--- src/source/video_mixer_macros.svh ---
`ifndef VIDEO_MIXER_MACROS_SVH
`define VIDEO_MIXER_MACROS_SVH

// Number of priority control registers.
`define VM_NUM_CTRL 8

// Number of palette words.
`define VM_PAL_DEPTH 1024

// Layer color word width.
`define VM_COLOR_W 14

// CPU word address width.
`define VM_ADDR_W 11

// CPU data and palette word width.
`define VM_DATA_W 16

// Output channel width.
`define VM_CHAN_W 8

`endif

--- src/source/video_mixer_pkg.sv ---
`include "video_mixer_macros.svh"

package video_mixer_pkg;

    // Layer color word, priority group in the top two bits.
    typedef struct packed {
        logic [1:0]               prio_grp;
        logic [`VM_COLOR_W-3:0]   index;
    } color_t;

    // Palette word, 15-bit RGB with the top bit spare.
    typedef struct packed {
        logic       spare;
        logic [4:0] red;
        logic [4:0] green;
        logic [4:0] blue;
    } pal_word_t;

    typedef struct packed {
        logic [`VM_CHAN_W-1:0] red;
        logic [`VM_CHAN_W-1:0] green;
        logic [`VM_CHAN_W-1:0] blue;
    } rgb_t;

    // Address bit that splits the palette from the control registers.
    parameter int unsigned MAP_SEL_BIT = 10;

    // Low address bits that index a control register.
    parameter int unsigned CTRL_IDX_W = $clog2(`VM_NUM_CTRL);

    // Low address bits that index a palette word.
    parameter int unsigned PAL_IDX_W = $clog2(`VM_PAL_DEPTH);

endpackage

--- src/source/reg_bus_if.sv ---
`timescale 1ns/1ps
`include "video_mixer_macros.svh"

// Internal CPU bus toward one register-holding block.
interface reg_bus_if;

    logic                   sel;
    logic                   rw;
    logic [`VM_ADDR_W-1:0]  addr;
    logic [1:0]             ds_n;
    logic [`VM_DATA_W-1:0]  wdata;
    logic [`VM_DATA_W-1:0]  rdata;

    modport master (
        output sel,
        output rw,
        output addr,
        output ds_n,
        output wdata,
        input  rdata
    );

    modport slave (
        input  sel,
        input  rw,
        input  addr,
        input  ds_n,
        input  wdata,
        output rdata
    );

endinterface

--- src/source/prio_mixer.sv ---
`timescale 1ns/1ps
`include "video_mixer_macros.svh"

module prio_mixer (
    input  logic                    clk,
    input  logic                    reset,
    reg_bus_if.slave                bus,
    input  logic                    pixel_valid,
    input  video_mixer_pkg::color_t layer0,
    input  video_mixer_pkg::color_t layer1,
    input  video_mixer_pkg::color_t layer2,
    output logic                    mix_valid,
    output video_mixer_pkg::color_t mix_color
);

    import video_mixer_pkg::*;

    logic [`VM_DATA_W-1:0] ctrl [`VM_NUM_CTRL];
    logic [CTRL_IDX_W-1:0] idx;
    logic [1:0]            sel2;
    logic [3:0]            prio0;
    logic [3:0]            prio1;
    logic [3:0]            prio2;
    color_t                winner;

    assign idx = bus.addr[CTRL_IDX_W-1:0];

    always_ff @(posedge clk) begin
        if (reset) begin
            for (int i = 0; i < `VM_NUM_CTRL; i++) begin
                ctrl[i] <= '0;
            end
        end else if (bus.sel && !bus.rw) begin
            if (!bus.ds_n[1]) begin
                ctrl[idx][15:8] <= bus.wdata[15:8];
            end
            if (!bus.ds_n[0]) begin
                ctrl[idx][7:0] <= bus.wdata[7:0];
            end
        end
    end

    always_ff @(posedge clk) begin
        if (bus.sel && bus.rw) begin
            bus.rdata <= ctrl[idx];
        end
    end

    // Layer 2 has no group of its own here, register 0 picks its nibble.
    assign sel2  = ctrl[0][15:14];
    assign prio0 = ctrl[2][{layer0.prio_grp, 2'b00} +: 4];
    assign prio1 = ctrl[3][{layer1.prio_grp, 2'b00} +: 4];
    assign prio2 = ctrl[4][{sel2, 2'b00} +: 4];

    // Ties go to the lower layer.
    always_comb begin
        if (prio1 > prio0) begin
            if (prio2 > prio1) begin
                winner = layer2;
            end else begin
                winner = layer1;
            end
        end else if (prio2 > prio0) begin
            winner = layer2;
        end else begin
            winner = layer0;
        end
    end

    always_ff @(posedge clk) begin
        if (reset) begin
            mix_valid <= 1'b0;
        end else begin
            mix_valid <= pixel_valid;
        end
    end

    always_ff @(posedge clk) begin
        if (pixel_valid) begin
            mix_color <= winner;
        end
    end

endmodule

--- src/flat_wrapper.sv ---
// flat-port wrapper written by rule: the top's interface ports become plain ports
module prio_mixer_flat import video_mixer_pkg::*;
  (clk, reset, pixel_valid, layer0, layer1, layer2, mix_valid, mix_color, bus_sel, bus_rw, bus_addr, bus_ds_n, bus_wdata, bus_rdata);
  reg_bus_if bus_i ();
  input  logic clk;
  input  logic reset;
  input  logic pixel_valid;
  input  video_mixer_pkg::color_t layer0;
  input  video_mixer_pkg::color_t layer1;
  input  video_mixer_pkg::color_t layer2;
  output logic mix_valid;
  output video_mixer_pkg::color_t mix_color;
  input wire logic [$bits(bus_i.sel)-1:0] bus_sel;
  input wire logic [$bits(bus_i.rw)-1:0] bus_rw;
  input wire logic [$bits(bus_i.addr)-1:0] bus_addr;
  input wire logic [$bits(bus_i.ds_n)-1:0] bus_ds_n;
  input wire logic [$bits(bus_i.wdata)-1:0] bus_wdata;
  output wire logic [$bits(bus_i.rdata)-1:0] bus_rdata;
  assign bus_i.sel = bus_sel;
  assign bus_i.rw = bus_rw;
  assign bus_i.addr = bus_addr;
  assign bus_i.ds_n = bus_ds_n;
  assign bus_i.wdata = bus_wdata;
  assign bus_rdata = bus_i.rdata;
  prio_mixer u_core (.clk(clk), .reset(reset), .bus(bus_i), .pixel_valid(pixel_valid), .layer0(layer0), .layer1(layer1), .layer2(layer2), .mix_valid(mix_valid), .mix_color(mix_color));
endmodule
--- config.mk ---
export PLATFORM = sky130hd
export DESIGN_NAME = prio_mixer_flat
export DESIGN_NICKNAME = d
export VERILOG_FILES = /design/src/source/video_mixer_pkg.sv /design/src/source/reg_bus_if.sv /design/src/source/prio_mixer.sv /design/src/flat_wrapper.sv
export VERILOG_INCLUDE_DIRS = /design/src /design/src/source
export SDC_FILE = /design/constraint.sdc
export NUM_CORES = 1
export LEC_CHECK = 0
export BUFFER_PORTS_ARGS = -buffer_cell sky130_fd_sc_hd__buf_4
export CAP_MARGIN = 20
export CORE_MARGIN = 2
export CORE_UTILIZATION = 45
export DETAILED_ROUTE_END_ITERATION = 6
export PLACE_DENSITY_LB_ADDON = 0.12
export SKIP_LAST_GASP = 1
export SLEW_MARGIN = 20
export SYNTH_ARGS = -nofsm -noshare
export SYNTH_HDL_FRONTEND = slang
export SYNTH_SLANG_ARGS = --single-unit
--- constraint.sdc ---
create_clock -name clk -period 11 [get_ports clk]
set_clock_uncertainty 0.1 [all_clocks]
set_input_delay 2.75 -clock clk [delete_from_list [all_inputs] [get_ports clk]]
set_output_delay 2.75 -clock clk [all_outputs]
set_load 0.05 [all_outputs]
# [Yosys cells after proc, flatten, opt, wreduce, memory -nomap -nowiden]
# Memories as Yosys holds them, arrays and structs flattened. A register that Yosys moved wholly into a read port is not among the register bits.
# Cells that the tools add are included.
[op_classes] reduce_logical=4 shift=3 magnitude_cmp=3 n_mux=16
[op_table] cell="16-bit by 5-bit variable part select with 4-bit output" count=3
[op_table] cell="14-bit two-way mux" count=3
[op_table] cell="16-bit two-way mux" count=1
[op_table] cell="16-bit OR reduction" count=1
[op_table] cell="4-bit greater-than comparator" count=3
[op_table] cell="1-bit two-way mux" count=10
[op_table] cell="3-bit two-way mux" count=1
[op_table] cell="1-bit logical AND" count=2
[op_table] cell="2-bit two-way mux" count=1
[op_table] cell="1-bit logical NOT" count=1
[word_totals] wordCells=30 n_memories=1 output_inout_bits=31 mem_bits_rw=128 inputBits=76 regBits=15
[mem_list] name="u_core.ctrl" depth=8 width=16 rd=5 rd_ports_with_merged_regs=1 write_ports=8 line="prio_mixer.sv:18" source="logic [`VM_DATA_W-1:0] ctrl [`VM_NUM_CTRL];"

# [Depth between registers and ports, before layout]
[depth] ltp_word=7 mapped_depth=10 ltp_nobuf=8

# [Worst setup path after synthesis]
# OpenSTA, ideal clock, no wires.
[synth_path] kind="input port to flip-flop" startpoint="input port layer1[12] (netlist name)" endpoint="register u_core.mix_color[10] (netlist name)" slack_ps=5616 n_path_buf=2 cell_stages=9 arrival_ps=5116 required_time_ps=10733 cell_sequence="clkbuf_1 > mux4_2 > ha_1 > a21oi_2 > nor2b_1 > o32a_4 > mux2_4 > buf_6 > a221oi_2"
[synth_lines] item="from (decl)" line="flat_wrapper.sv:9" source="input video_mixer_pkg::color_t layer1;"

==> metrics.md <==
| Metric | Value |
|---|---|
| Worst-path cell chain | buf_4 -> mux4_2 -> ha_1 -> a21oi_2 -> nor2b_1 -> o32a_4 -> mux2_4 -> a221oi_1 |
| Post-route ant nets | 0 |
| Max cap viols | 0 |
| CTS Hold Buffers Added | 0 |
| Share of layout cells above drive strength 1 | between 20% and 30% |
| Mean routed wirelength per cell | 21.31 um |
| GPL Wtd Cong | 0.8830 |
| Syn Inst Count | 571 |
| Status | finished, final reports clean |
| Initial Util | a little under half |
| Total area of sequential cells | around 0.0048 mm^2 |
| Worst Slack Setup Final | roughly 6000 ps |
| Nets | approximately 750 |
| Hold path start | u_core.ctrl[1][10] |
| Share of power burned in registers | between 40% and 50% |
| Remaining global-route overflow | 0 |
| Vias/cell | between 5 and 6 |
| RSZ-0062 raised after global routing | false |
| R2r setup slk | around 8000 ps |
| Synth warn | 0 |
| Internal cell power | 1.178 mW |
| Final setup viols | 0 |
| Pins Over Slew Limit | 0 |
| WHS Endpoint | u_core.bus.rdata[10] |
| Max rail drop VDD | 124.1 uV |
| Global-route wire length before repair | about 29000 um |
| Tot GR Track Use | between 20 and 25% |
| Most frequent cells in the layout | 158 x edfxtp_1, 129 x and2_1, 100 x buf_4 |
| RR Startpoint | u_core.ctrl[0][14] |
| Vias in the first global route | slightly above 5000 |
| CTS root buf | clkbuf_16 |
| Largest net degree at the start of global routing | 46 |
| Final period util | approximately 46% |
| H-tree depth | 4 |
| Power Dens Cells | 172.0 mW/mm^2 |
| Die Wd | 135.7 um |
| Place WS | around 5500 ps |
| Vias | between 4000 and 5000 |
| DRC | 0 |
| Min Tclk post-route | 5024 ps |
| Clock Latency Late Sink | approximately 430 ps |
| Die area | 0.01841 mm^2 |
| Diodes inserted | 0 |
| Commonest non-fill, non-tap cell in the layout | edfxtp_1 |
| Sequential element share of the synthesized area | slightly above 60% |
| First drt pass iteration count | 4 |
| Worst setup EP type | flip-flop |
| Layout fillers | roughly 1400 |
| Die height | 135.7 um |
| Final hold vios | 0 |
| Synth-to-Final Area Change | 19.51% |
| Post-synthesis cell area | 0.007804 mm^2 |
| Critical Path Max Stage Delay | between 500 and 600 ps |
| TritonCTS clock tree | done |
| Psw | 0.4267 mW |
| Initial antenna violation count | 0 |
| Drt total wl | a little under 20000 um |
| Power share of the clock group | roughly 37% |
| Placed Cells | 872 |
| RR Endpoint | u_core.mix_color[0] |
| # resized after CTS | 0 |
| Hold Crit Depth | 2 |
| Max Clk Rate | between 150 and 200 MHz |
| Worst-path fanout max | 16 |
| Worst path slowest cell | mux4_2 |
| Post-CTS Setup Inserts | 0 |
| Finished Layout Cells | between 900 and 1000 |
| Tightest Hold Check Type | flip-flop to flip-flop |
| Area of the multi-input gates | between 0.002 and 0.003 mm^2 |
| Placeable Area | roughly 0.017 mm^2 |
| Row Count | 48 |
| Syn_nets | roughly 660 |
| Worst r2r path cells | 8 |
| CP Launch Type | primary input |
| Cell variety after synth | 37 |
| #FFs+latches synth | 159 |
| Initial DRC count | 281 |
| Sw frac | between 20% and 30% |
| Clock tree sinks | ~160 |
| IO Pins | between 100 and 150 |
| DP Wirelength | approximately 14000 um |
| Syn avg cell area | ~14 um^2 |
| Comb pwr share | between 15 and 20% |
| Longest Clk Path Bufs | 2 |
| Arrival time worst endpoint | 5160 ps |
| Number of port buffers | 98 |
| Total power after layout | ~1.6 mW |
| Kind of critical path | primary input to flip-flop |
| Reg clk slew, reported paths | approximately 60 ps |
| Normalized max-slew margin | a little under a third |
| Required time of the worst setup path | about 11000 ps |
| TNS Setup | 0 ps |
| DP Area | 0.008728 mm^2 |
| Post-route cell area | 0.009326 mm^2 |
| P_leak | between 3 and 4 nW |
| CTS buffer count | 17 |
| Worst slew pin tran | 1026 ps |
==> critical path, delay by kind of cell <==
family,cells,cell delay (ps)
multiplexers,2,980
AO/OA/AOI/OAI,3,870
adder cells (fa/ha/maj),1,350
buffers and inverters,1,140
AND/OR/NAND/NOR,1,60
==> power groups by stage <==
stage / Sequential (mW) / Combinational [mW] / Clock, mW
2_1_floorplan: 0.794 / 0.135 / 0
3_3_place_gp: 0.745 / 0.272 / 0
3_5_place_dp: 0.747 / 0.277 / 0
4_1_cts: 0.734 / 0.277 / 0.601
5_1_grt: 0.739 / 0.296 / 0.624
6_report: 0.734 / 0.274 / 0.596
==> logic make-up (layout without fill, tap and decap cells) <==
logic type	count (synthesis)	count (layout)	synth area share [%]
buffers and inverters	65	173	3.351
flip-flops	159	159	61.05
AO/OA/AOI/OAI	54	54	6.269
adder cells (fa/ha/maj)	12	12	1.924
multiplexers	45	45	10.45
AND/OR/NAND/NOR	236	236	16.95
==> synth_stat cells <==
cell | number | area (um^2)
dfxtp_1 | 1 | 20.02
nor3_2 | 2 | 20.02
o32a_4 | 1 | 22.52
o211ai_1 | 2 | 15.01
o22ai_1 | 4 | 25.02
and4_1 | 2 | 17.52
a31oi_1 | 1 | 6.260
mux2i_1 | 8 | 80.08
or2_2 | 16 | 100.1
nand2_1 | 32 | 120.1
mux2_2 | 8 | 90.09
nand3_2 | 1 | 10.01
clkbuf_1 | 14 | 52.55
o2bb2ai_1 | 3 | 26.28
clkinv_1 | 1 | 3.750
or3b_1 | 1 | 8.760
buf_6 | 1 | 11.26
a221oi_2 | 10 | 150.1
buf_2 | 8 | 40.04
edfxtp_1 | 158 | 4745
inv_1 | 40 | 150.1
a22oi_1 | 6 | 45.04
o221ai_1 | 4 | 35.03
o21ai_0 | 2 | 10.01
a221oi_1 | 12 | 105.1
and2_1 | 129 | 807.0
buf_1 | 1 | 3.750
mux4_2 | 28 | 630.6
mux2_4 | 1 | 15.01
ha_1 | 12 | 150.1
nor2b_1 | 5 | 31.28
and3_1 | 3 | 18.77
nor3_1 | 14 | 70.07
nand3_1 | 2 | 10.01
a21oi_1 | 8 | 40.04
a21oi_2 | 1 | 8.760
nor2_1 | 29 | 108.9
==> metal layers <==
layer  routed length [um]  part of all wire (%)  vias to the layer above  global-route usage, %
met1                 8496                    44                     2432                  29.61
met3                  945                   4.9                       39                  4.826
met2                 9150                    47                      139                  35.41
met4                  675                   3.5                        0                  9.722
met5                    0                     0                        -                      0
li1                     -                     -                     2291                      -
==> sequential cells by signal, summed over array words and instances (netlist names) <==
signal and count:
u_core.bus.rdata 16, u_core.ctrl 128, u_core.mix_color 14, u_core.mix_valid 1
==> stage by stage <==
step | hold slack [ps] | util (%)
floorplan | 425.0 | -
global placement | 486.4 | 50.99
detailed placement | 502.0 | 50.99
CTS | 517.6 | 54.49
global route | 548.9 | 54.49
finish | 498.8 | 54.49
==> worst max-delay path by stage <==
stage	from	endpoint	slack, ps	cells past startpoint
3_3_place_gp	layer1[12]	u_core.mix_color[13]	5590	8
6_report	layer1[12]	u_core.mix_color[0]	5980	8
5_1_grt	layer1[12]	u_core.mix_color[13]	5850	8
4_1_cts	layer1[12]	u_core.mix_color[0]	5960	8
2_1_floorplan	layer1[12]	u_core.mix_color[10]	5620	9
3_5_place_dp	layer1[12]	u_core.mix_color[0]	5520	8
==> area by class of cell <==
class,instances,share of cell area (%)
multi-input combinational,347,29.78
tap,225,3.019
sequential,159,51.09
clock buffer,18,4.602
clock inverter,14,1.811
inverter,41,1.650
timing repair buffer,100,8.049
Note: power is estimated with default switching activity, not from simulation.
