--- config.mk ---
export PLATFORM = sky130hd
export DESIGN_NAME = cpu_bus_decode_flat
export DESIGN_NICKNAME = d
export VERILOG_FILES = /design/src/source/video_mixer_pkg.sv /design/src/source/reg_bus_if.sv /design/src/source/cpu_bus_decode.sv /design/src/flat_wrapper.sv
export VERILOG_INCLUDE_DIRS = /design/src /design/src/source
export SDC_FILE = /design/constraint.sdc
export NUM_CORES = 1
export LEC_CHECK = 0
export ABC_AREA = 1
export BUFFER_PORTS_ARGS = -buffer_cell sky130_fd_sc_hd__buf_2
export CAP_MARGIN = 20
export CORE_MARGIN = 3
export CORE_UTILIZATION = 26
export DETAILED_ROUTE_END_ITERATION = 16
export GPL_TIMING_DRIVEN = 0
export PLACE_DENSITY = 0.77
export SLEW_MARGIN = 15
export SYNTH_ARGS = -nofsm -noshare
export SYNTH_HDL_FRONTEND = slang
export SYNTH_SLANG_ARGS = --single-unit
--- constraint.sdc ---
create_clock -name clk -period 1 [get_ports clk]
set_input_delay 0.1 -clock clk [delete_from_list [all_inputs] [get_ports clk]]
set_output_delay 0.1 -clock clk [all_outputs]
set_load 0.01 [all_outputs]
--- src/source/video_mixer_macros.svh ---
`ifndef VIDEO_MIXER_MACROS_SVH
`define VIDEO_MIXER_MACROS_SVH

// Number of priority control registers.
`define VM_NUM_CTRL 8

// Number of palette words.
`define VM_PAL_DEPTH 1024

// Layer color word width.
`define VM_COLOR_W 14

// CPU word address width.
`define VM_ADDR_W 11

// CPU data and palette word width.
`define VM_DATA_W 16

// Output channel width.
`define VM_CHAN_W 8

`endif

--- src/source/video_mixer_pkg.sv ---
`include "video_mixer_macros.svh"

package video_mixer_pkg;

    // Layer color word, priority group in the top two bits.
    typedef struct packed {
        logic [1:0]               prio_grp;
        logic [`VM_COLOR_W-3:0]   index;
    } color_t;

    // Palette word, 15-bit RGB with the top bit spare.
    typedef struct packed {
        logic       spare;
        logic [4:0] red;
        logic [4:0] green;
        logic [4:0] blue;
    } pal_word_t;

    typedef struct packed {
        logic [`VM_CHAN_W-1:0] red;
        logic [`VM_CHAN_W-1:0] green;
        logic [`VM_CHAN_W-1:0] blue;
    } rgb_t;

    // Address bit that splits the palette from the control registers.
    parameter int unsigned MAP_SEL_BIT = 10;

    // Low address bits that index a control register.
    parameter int unsigned CTRL_IDX_W = $clog2(`VM_NUM_CTRL);

    // Low address bits that index a palette word.
    parameter int unsigned PAL_IDX_W = $clog2(`VM_PAL_DEPTH);

endpackage

--- src/source/reg_bus_if.sv ---
`timescale 1ns/1ps
`include "video_mixer_macros.svh"

// Internal CPU bus toward one register-holding block.
interface reg_bus_if;

    logic                   sel;
    logic                   rw;
    logic [`VM_ADDR_W-1:0]  addr;
    logic [1:0]             ds_n;
    logic [`VM_DATA_W-1:0]  wdata;
    logic [`VM_DATA_W-1:0]  rdata;

    modport master (
        output sel,
        output rw,
        output addr,
        output ds_n,
        output wdata,
        input  rdata
    );

    modport slave (
        input  sel,
        input  rw,
        input  addr,
        input  ds_n,
        input  wdata,
        output rdata
    );

endinterface

--- src/source/cpu_bus_decode.sv ---
`timescale 1ns/1ps
`include "video_mixer_macros.svh"

module cpu_bus_decode (
    input  logic                    clk,
    input  logic                    reset,
    input  logic                    cs,
    input  logic [`VM_ADDR_W-1:0]   cpu_addr,
    input  logic                    cpu_rw,
    input  logic [1:0]              cpu_ds_n,
    input  logic [`VM_DATA_W-1:0]   cpu_din,
    output logic [`VM_DATA_W-1:0]   cpu_dout,
    reg_bus_if.master               prio_bus,
    reg_bus_if.master               pal_bus
);

    import video_mixer_pkg::*;

    typedef enum logic [1:0] {
        TGT_NONE,
        TGT_PRIO,
        TGT_PAL
    } target_t;

    logic    pal_hit;
    logic    prio_hit;
    target_t rd_target;

    // Palette below bit 10, control registers in the first eight words above it.
    assign pal_hit  = !cpu_addr[MAP_SEL_BIT];
    assign prio_hit = cpu_addr[MAP_SEL_BIT] &&
                      (cpu_addr[MAP_SEL_BIT-1:CTRL_IDX_W] == '0);

    assign prio_bus.sel   = cs && prio_hit;
    assign prio_bus.rw    = cpu_rw;
    assign prio_bus.addr  = cpu_addr;
    assign prio_bus.ds_n  = cpu_ds_n;
    assign prio_bus.wdata = cpu_din;

    assign pal_bus.sel    = cs && pal_hit;
    assign pal_bus.rw     = cpu_rw;
    assign pal_bus.addr   = cpu_addr;
    assign pal_bus.ds_n   = cpu_ds_n;
    assign pal_bus.wdata  = cpu_din;

    // Remember where the last read went, the blocks hold their read data.
    always_ff @(posedge clk) begin
        if (reset) begin
            rd_target <= TGT_NONE;
        end else if (cs && cpu_rw) begin
            if (prio_hit) begin
                rd_target <= TGT_PRIO;
            end else if (pal_hit) begin
                rd_target <= TGT_PAL;
            end else begin
                rd_target <= TGT_NONE;
            end
        end
    end

    always_comb begin
        case (rd_target)
            TGT_PRIO: cpu_dout = prio_bus.rdata;
            TGT_PAL:  cpu_dout = pal_bus.rdata;
            default:  cpu_dout = '0;
        endcase
    end

endmodule

--- src/flat_wrapper.sv ---
// flat-port wrapper written by rule: the top's interface ports become plain ports
module cpu_bus_decode_flat import video_mixer_pkg::*;
  (clk, reset, cs, cpu_addr, cpu_rw, cpu_ds_n, cpu_din, cpu_dout, prio_bus_sel, prio_bus_rw, prio_bus_addr, prio_bus_ds_n, prio_bus_wdata, prio_bus_rdata, pal_bus_sel, pal_bus_rw, pal_bus_addr, pal_bus_ds_n, pal_bus_wdata, pal_bus_rdata);
  reg_bus_if prio_bus_i ();
  reg_bus_if pal_bus_i ();
  input  logic clk;
  input  logic reset;
  input  logic cs;
  input  logic [`VM_ADDR_W-1:0] cpu_addr;
  input  logic cpu_rw;
  input  logic [1:0] cpu_ds_n;
  input  logic [`VM_DATA_W-1:0] cpu_din;
  output logic [`VM_DATA_W-1:0] cpu_dout;
  output wire logic [$bits(prio_bus_i.sel)-1:0] prio_bus_sel;
  output wire logic [$bits(prio_bus_i.rw)-1:0] prio_bus_rw;
  output wire logic [$bits(prio_bus_i.addr)-1:0] prio_bus_addr;
  output wire logic [$bits(prio_bus_i.ds_n)-1:0] prio_bus_ds_n;
  output wire logic [$bits(prio_bus_i.wdata)-1:0] prio_bus_wdata;
  input wire logic [$bits(prio_bus_i.rdata)-1:0] prio_bus_rdata;
  output wire logic [$bits(pal_bus_i.sel)-1:0] pal_bus_sel;
  output wire logic [$bits(pal_bus_i.rw)-1:0] pal_bus_rw;
  output wire logic [$bits(pal_bus_i.addr)-1:0] pal_bus_addr;
  output wire logic [$bits(pal_bus_i.ds_n)-1:0] pal_bus_ds_n;
  output wire logic [$bits(pal_bus_i.wdata)-1:0] pal_bus_wdata;
  input wire logic [$bits(pal_bus_i.rdata)-1:0] pal_bus_rdata;
  assign prio_bus_sel = prio_bus_i.sel;
  assign prio_bus_rw = prio_bus_i.rw;
  assign prio_bus_addr = prio_bus_i.addr;
  assign prio_bus_ds_n = prio_bus_i.ds_n;
  assign prio_bus_wdata = prio_bus_i.wdata;
  assign prio_bus_i.rdata = prio_bus_rdata;
  assign pal_bus_sel = pal_bus_i.sel;
  assign pal_bus_rw = pal_bus_i.rw;
  assign pal_bus_addr = pal_bus_i.addr;
  assign pal_bus_ds_n = pal_bus_i.ds_n;
  assign pal_bus_wdata = pal_bus_i.wdata;
  assign pal_bus_i.rdata = pal_bus_rdata;
  cpu_bus_decode u_core (.clk(clk), .reset(reset), .cs(cs), .cpu_addr(cpu_addr), .cpu_rw(cpu_rw), .cpu_ds_n(cpu_ds_n), .cpu_din(cpu_din), .cpu_dout(cpu_dout), .prio_bus(prio_bus_i), .pal_bus(pal_bus_i));
endmodule
# Word-level counts from Yosys, hierarchy flattened
# Cells that the tools add are included.
# totals
reg_bits,2
in_bits,65
output_inout_bits,78
elab_cells,12
# classes
n_eq_ne,2
muxes,3
n_reduce_logical,6
# ops
op,n
$pmux W16 S2,1
$logic_not A7 Y1,1
$logic_and A1 B1 Y1,4
$mux W2,2
$eq A2 B1 Y1 const B,1
$eq A2 B2 Y1 const B,1
$logic_not A1 Y1,1

# Logic depth before layout (Yosys ltp)
# Gate-level depths: netlist of run 1.
# logic_depth
depth_word,3
depth_mapped,6
mapped_depth_nobuf,5

# Worst setup path before layout of run 1
# Ideal clock, no wire load.
# synth_path
kind,register to output
startpoint,register u_core.rd_target[0]
endpoint,output port cpu_dout[10]
arrival_ns,1.139
required_ns,0.900
path_slack_ns,-0.239
path_stages_with_launch,6
path_buffers,2
path_cell_list,dfxtp_1 > inv_1 > ha_1 > buf_2 > buf_6 > a21oi_1
# synth_between
elab_chain_len,2
word_cells_on_any_way,3
cone_classes,eq/ne (2); mux (1)
# synth_lines
item,line,rtl
start: declaration,cpu_bus_decode.sv:27,target_t rd_target;
start signal: assignment,cpu_bus_decode.sv:49,rd_target <= TGT_NONE;
start signal: assignment,cpu_bus_decode.sv:52,rd_target <= TGT_PRIO;
start signal: assignment,cpu_bus_decode.sv:54,rd_target <= TGT_PAL;
$eq A2 B2 Y1 or $eq A2 B1 Y1 (tied branches),cpu_bus_decode.sv:62,case (rd_target)
$pmux W16 S2 *,cpu_bus_decode.sv:62,
end: declaration,flat_wrapper.sv:13,output logic [`VM_DATA_W-1:0] cpu_dout;
# Every way passes the cells marked *; elsewhere a longest branch is shown, timed or not.

# Final worst setup path of run 1
# layout_path
startpoint,register u_core.rd_target[0]
endpoint,output port cpu_dout[4]
# Same word-level chain as after synthesis.

==> metrics.txt, run 1 <==
Finished Layout Cells about 320; Hold Fails Final Rpt 0; number of global-route vias before repair 1,140; 1st-iter DRT viols 10; clock buffer count from CTS 3; CP Max Fanout 5; Max H-tree Level 1; met2 Use GR 0.3034; Core Box Area around 3200 um2; Clock Skew 0 ns; Crit Path Class register to output port; Vias per Instance 3.877; Post-Synthesis Cells 144; register bit total from synthesis 2; Comb pwr share 0.764; met1 Use GR 0.1364; Final setup viols 16; Fin Hold WS 0.04820 ns; Top reg by flops u_core.rd_target; Detail Placement HPWL between 2000 and 3000 um; post-synth cell types 14; Clk network pwr share 0.156; first-pass GRT wire length between 4000 and 5000 um; Design Power 1.116 mW; Ports about 140; Yosys warnings 0; Die H 65.48 um; Seq pwr share 0.080; Post-layout nets ~340; wire per inst 11.15 um; Worst-Skew Late Latency 0.22 ns; Max Fclk approximately 710 MHz; P&R area growth vs syn 116.7%; Post-Syn Area per Cell 6.386 um2; Tmin final 1.410 ns; DP Cell Count 309; WP data arrival roughly 1.3 ns; die area 4287 um2; Critical Path End Type output port; max_slew headroom 0.9084; final RePlAce weighted congestion 0.6779; # DRC 0; most frequent cells in the layout buf_2 (112), buf_4 (64), nand2_1 (21); GR peak layer met2; port bufs 121; Post-Syn Area a little over 900 um2; share of cells above drive strength 1 0.8540; ant diodes 0; Antenna Nets Post-Route 0; grt met3 use 0.02906; HP Class primary input to register; Core Rows 20; Setup TNS -6.049 ns; Final Max Slew Viols 0; CP Launch Type register; leakage roughly 1.2 nW; Initial Util 0.2871; RSZ-0062 raised after global routing true; Int Pwr 0.6923 mW; all-layer global routing usage 0.1431; DRT Pass-1 Iters 3; sw power 0.4235 mW; Seq/Total Area, Yosys 0.04354; initial antenna violation count 0; period utilization 1.410; Max Cap Violations 0; gr ovfl total 0; worst vdd ir 583.3 uV; failing checks setup timing; Largest regs u_core.rd_target x2; P per Cell Area 559.8 nW/um2; Syn Nets 211; Largest register FFs 2; switching share of power 0.3796; status finished, violations left; Critical Path RT 0.90 ns; clk sinks 2; TritonCTS clock tree built; pin count of the biggest net entering global routing 9; crit path setup slack, layout -0.4100 ns; Worst-Margin Slew ~0.14 ns; most common library cell in the layout ignoring fill and taps buf_2; clock root cell clkbuf_4; via count ~1,200; drt total wl 3547 um; CTS clk-pin slew, worst paths 0.03 ns; clock buffer depth 2; Die Width ~65 um
cell families (layout without fill, tap and decap cells):
family                     count (synthesis)  after routing  share of synthesized area
adders and majority gates                  2              2                    0.02721
AOI/OAI and AO/OA                         19             19                     0.1429
buffers and inverters                     77            207                     0.6013
DFF                                        2              2                    0.04354
and+or+nand+nor                           44             44                     0.1850
final timing paths:
kind                                          start             endpoint  slack, ns  cells after the start
worst max-delay path            u_core.rd_target[0]          cpu_dout[4]      -0.41                      6
worst min-delay path                          reset  u_core.rd_target[1]       0.05                      2
worst max register to register  u_core.rd_target[0]  u_core.rd_target[0]       0.24                      3
worst min register to register  u_core.rd_target[1]  u_core.rd_target[1]       0.56                      2
cell usage after synthesis:
| master | instances | share of area |
|---|---|---|
| a21oi_1 | 8 | 0.044 |
| a21oi_2 | 9 | 0.086 |
| buf_2 | 1 | 0.0054 |
| buf_4 | 61 | 0.50 |
| buf_6 | 3 | 0.037 |
| buf_8 | 1 | 0.016 |
| dfxtp_1 | 2 | 0.044 |
| ha_1 | 2 | 0.027 |
| inv_1 | 11 | 0.045 |
| nand2_1 | 37 | 0.15 |
| nand2_2 | 2 | 0.014 |
| nor2_1 | 5 | 0.020 |
| o21ai_0 | 1 | 0.0054 |
| o21bai_1 | 1 | 0.0082 |
per-stage QoR:
| step | utilization | setup slack, ns | instance area [um2] |
|---|---|---|---|
| finish | 0.6223 | -0.4100 | 1993 |
| global route | 0.6223 | -0.4801 | 1993 |
| CTS | 0.5961 | -0.4540 | 1909 |
| detailed placement | 0.5305 | -0.2687 | 1699 |
| global placement | 0.5305 | -0.2544 | 1699 |
| floorplan | - | -0.08498 | 1039 |
critical path: stages, from the launching register on:
cell and delay [ns]:
dfxtp_4 0.34, buf_6 0.10, ha_4 0.18, buf_8 0.16
nand2_4 0.06, a21oi_4 0.13, buf_6 0.12
routing by layer:
layer,wire length (um),part of all wire,up-vias
met1,1213,0.34,541
li1,-,-,638
met4,8,0.0023,0
met5,0,0,-
met3,233,0.066,2
met2,2092,0.59,52
cell type report:
class / count / area (um2)
plain buffers: 63 / 496.7
fillers: 300 / 1210
multi-input cells: 65 / 545.5
clock buffers: 3 / 22.52
well taps: 44 / 55.05
flip-flops and latches: 2 / 47.55
repair buffers: 130 / 784.5
inverters: 11 / 41.29
timing repair:
item                       in CTS  in global routing
gates resized for setup        33                 18
setup buffers                   4                  2
hold buffers                    0                  0
pin swaps                      27                  5
setup endpoints to repair      16                 16
cloned                          3                  0
power by group through the flow:
stage / Clock (mW) / Sequential (mW) / Combinational, mW
after floorplan: 0 / 0.0920 / 0.457
after global placement: 0 / 0.0930 / 0.704
after detailed placement: 0 / 0.0929 / 0.710
after CTS: 0.183 / 0.0890 / 0.821
after global routing: 0.199 / 0.0907 / 0.914
final: 0.174 / 0.0894 / 0.853
Power figures use the tool's default switching activity.
==> run 2: changes to the inputs <==
--- a/config.mk
+++ b/config.mk
@@ -9,11 +9,13 @@
 export ABC_AREA = 1
 export BUFFER_PORTS_ARGS = -buffer_cell sky130_fd_sc_hd__buf_2
 export CAP_MARGIN = 20
+export CORE_ASPECT_RATIO = 0.6
 export CORE_MARGIN = 3
-export CORE_UTILIZATION = 26
+export CORE_UTILIZATION = 29
+export CTS_CLUSTER_DIAMETER = 120
 export DETAILED_ROUTE_END_ITERATION = 16
 export GPL_TIMING_DRIVEN = 0
-export PLACE_DENSITY = 0.77
+export PLACE_DENSITY = 0.81
 export SLEW_MARGIN = 15
 export SYNTH_ARGS = -nofsm -noshare
 export SYNTH_HDL_FRONTEND = slang
==> constraint.sdc (replaced) <==
create_clock -name clk -period 1.35 [get_ports clk]
set_input_delay 0.135 -clock clk [delete_from_list [all_inputs] [get_ports clk]]
set_output_delay 0.135 -clock clk [all_outputs]
set_load 0.01 [all_outputs]
==> run 2 against run 1 <==
  * The run still ends with setup timing left
  * Clock-buffer cell count unchanged
  * Die area decreased by 8.9%
  * Cell count down 1.9%
  * Global-route usage is 1.5 points higher
  * Clock power is 34% higher
  * First-iteration DRC count up 30%
  * Critical path type unchanged
  * Setup slack better by 0.33 ns
  * Core utilization down 2.1 points
  * Highest routed layer is now met3
  * Non-clock buffer count down 4
==> metrics.txt, run 2 (synthesis results as in run 1) <==
Final setup viols 13 (-3); Top reg by flops u_core.rd_target; Max Fclk 699.2 MHz; met3 routed WL 204 um (-12%); Tmin final 1.430 ns; Max H-tree Level 1 (unchanged); CP Launch Type register; Die Width 78.70 um (+20%); Crit Path Class register to output port; clk sinks 2 (unchanged); cell count of the worst hold path 2 (unchanged); Clock Skew 0 ns (unchanged); Hold Crit Start reset; period utilization 1.059; pin count of the biggest net entering global routing 11 (+2); most common library cell in the layout ignoring fill and taps buf_2; Worst R2R Setup Slack 0.67 ns (+0.43 ns); ant diodes 0 (unchanged); failing checks setup timing; Core Box Area 2947 um2 (-8.0%); Ports 143 (unchanged); Worst-Margin Slew 0.1470 ns (+0.01092 ns); gr ovfl total 0 (unchanged); Worst-Skew Late Latency 0.21 ns (about the same); first-pass GRT wire length 5016 um (+1.3%); Largest register FFs 2 (unchanged); CP Max Fanout 5 (unchanged); Critical Path End Type output port; 1st-iter DRT viols 13 (+3); wire length on met1 1314 um (+8.3%); worst vdd ir 653.3 uV (+12%); TritonCTS clock tree built; Worst Hold Endpoint u_core.rd_target[1]; Finished Layout Cells 312 (-1.9%); status finished, violations left; P&R area growth vs syn 92.79%; crit path setup slack, layout -0.08025 ns (+0.3297 ns); die area 3905 um2 (-8.9%); # DRC 0 (unchanged); RSZ-0062 raised after global routing true; Core Rows 15 (-25%); all-layer global routing usage 0.1580 (+0.01493); clock buffer count from CTS 3 (unchanged); DRT Pass-1 Iters 3 (unchanged); final RePlAce weighted congestion 0.7412 (+9.3%); Max Cap Violations 0 (unchanged); Detail Placement HPWL 2863 um (+6.9%); R2R Path Start u_core.rd_target[1]; worst reg-to-reg path cell count 2 (-1); Post-layout nets 339 (-1.2%); drt total wl 3372 um (-4.9%); WP data arrival 1.30 ns (about the same); share of cells above drive strength 1 0.8148 (-0.03920); Filler cells 294 (-2.0%); uppermost layer routed met3; leakage 1.067 nW (-8.0%); wire per inst 10.81 um (-3.1%); CTS clk-pin slew, worst paths 0.03 ns (about the same); R2R Path End u_core.rd_target[1]; DP Cell Count 307 (-0.65%); Initial Util 0.3121 (+0.02499); Final Max Slew Viols 0 (unchanged); Hold Fails Final Rpt 0 (unchanged); HP Class primary input to register; number of global-route vias before repair 1,144 (+0.35%); Largest regs u_core.rd_target x2; Antenna Nets Post-Route 0 (unchanged); port bufs 121 (unchanged); Vias per Instance 3.849 (-0.72%); via count 1,201 (-2.6%); P per Cell Area 474.2 nW/um2 (-15%); worst slack, placed -0.04261 ns (+0.2261 ns); max_slew headroom 0.9010 (-0.007355); initial antenna violation count 0 (unchanged); clock root cell clkbuf_8; Die H 49.62 um (-24%); Critical Path RT 1.22 ns (+0.32 ns); clock buffer depth 2 (unchanged); met2 wire len 1854 um (-11%); most frequent cells in the layout buf_2 (121), buf_4 (61), nand2_1 (28)
-- run 2: changes by cell type in the layout (fill, tap and decap cells not counted), moves of 2 or more --
cell / before / now
a21oi_1: 3 / 6
nand2_1: 21 / 28
buf_16: 2 / 0
buf_2: 112 / 121
clkbuf_8: 0 / 3
nand2_4: 12 / 4
buf_12: 1 / 3
clkbuf_4: 3 / 0
a21oi_2: 4 / 11
buf_4: 64 / 61
a21oi_4: 10 / 0
buf_6: 12 / 2
-- run 2: how the worst max path moves through the flow --
stage              endpoint  slack (ns)           startpoint  cells past startpoint
2_1_floorplan  cpu_dout[10]        0.08  u_core.rd_target[0]                      5
3_3_place_gp   cpu_dout[10]       -0.03  u_core.rd_target[0]                      6
3_5_place_dp   cpu_dout[10]       -0.04  u_core.rd_target[0]                      6
4_1_cts         cpu_dout[4]       -0.09  u_core.rd_target[1]                      7
5_1_grt        cpu_dout[10]       -0.13  u_core.rd_target[0]                      5
6_report       cpu_dout[10]       -0.08  u_core.rd_target[1]                      6
-- run 2: repair_timing --
item                                    CTS  global route
setup buffers                             2             1
endpoints found under the setup margin   16            16
gates cloned                              1             1
pin swaps                                 6            10
hold buffers                              0             0
resized for setup                        17            13
-- run 2: metal layers --
| metal | track usage | vias to the layer above |
|---|---|---|
| met5 | 0 | - |
| met4 | 0.008721 | 0 |
| met3 | 0.04015 | 0 |
| met2 | 0.2972 | 41 |
| met1 | 0.1889 | 529 |
| li1 | - | 631 |
-- run 2: report_power, final --
part / internal (mW) / leakage [nW] / switching (mW) / total, mW
Clock: 0.188 / 0.0216 / 0.0451 / 0.234
Sequential: 0.0622 / 0.0178 / 0.00602 / 0.0682
Combinational: 0.309 / 1.03 / 0.230 / 0.539
Total: 0.560 / 1.07 / 0.281 / 0.841
-- run 2: layout make-up --
type	count	area [um2]	share of cell area
plain buffers	63	496.7	0.2802
well taps	42	52.55	0.02964
inverters	11	43.79	0.02470
clock buffers	3	41.29	0.02329
repair buffers	126	689.4	0.3888
flip-flops and latches	2	47.55	0.02682
multi-input cells	65	401.6	0.2265
-- run 2: worst max-delay path, stage by stage, from the launching register on --
cell and delay, ns:
dfxtp_4 0.35, inv_2 0.06, ha_4 0.18, clkbuf_16 0.17
nand2_1 0.05, a21oi_1 0.12, buf_2 0.15
-- run 2: through the flow --
stage / instance area (um2) / util / hold WS, ns / power, mW / setup TNS (ns)
finish: 1773 / 0.6017 / 0.09530 / 0.8406 / -0.4790
global route: 1773 / 0.6017 / 0.1019 / 0.9055 / -1.446
CTS: 1704 / 0.5783 / 0.08526 / 0.8214 / -0.9649
detailed placement: 1578 / 0.5355 / 0.3111 / 0.5466 / -0.1729
global placement: 1578 / 0.5355 / 0.3149 / 0.5396 / -0.09466
floorplan: 919.6 / - / 0.2074 / 0.3574 / 0
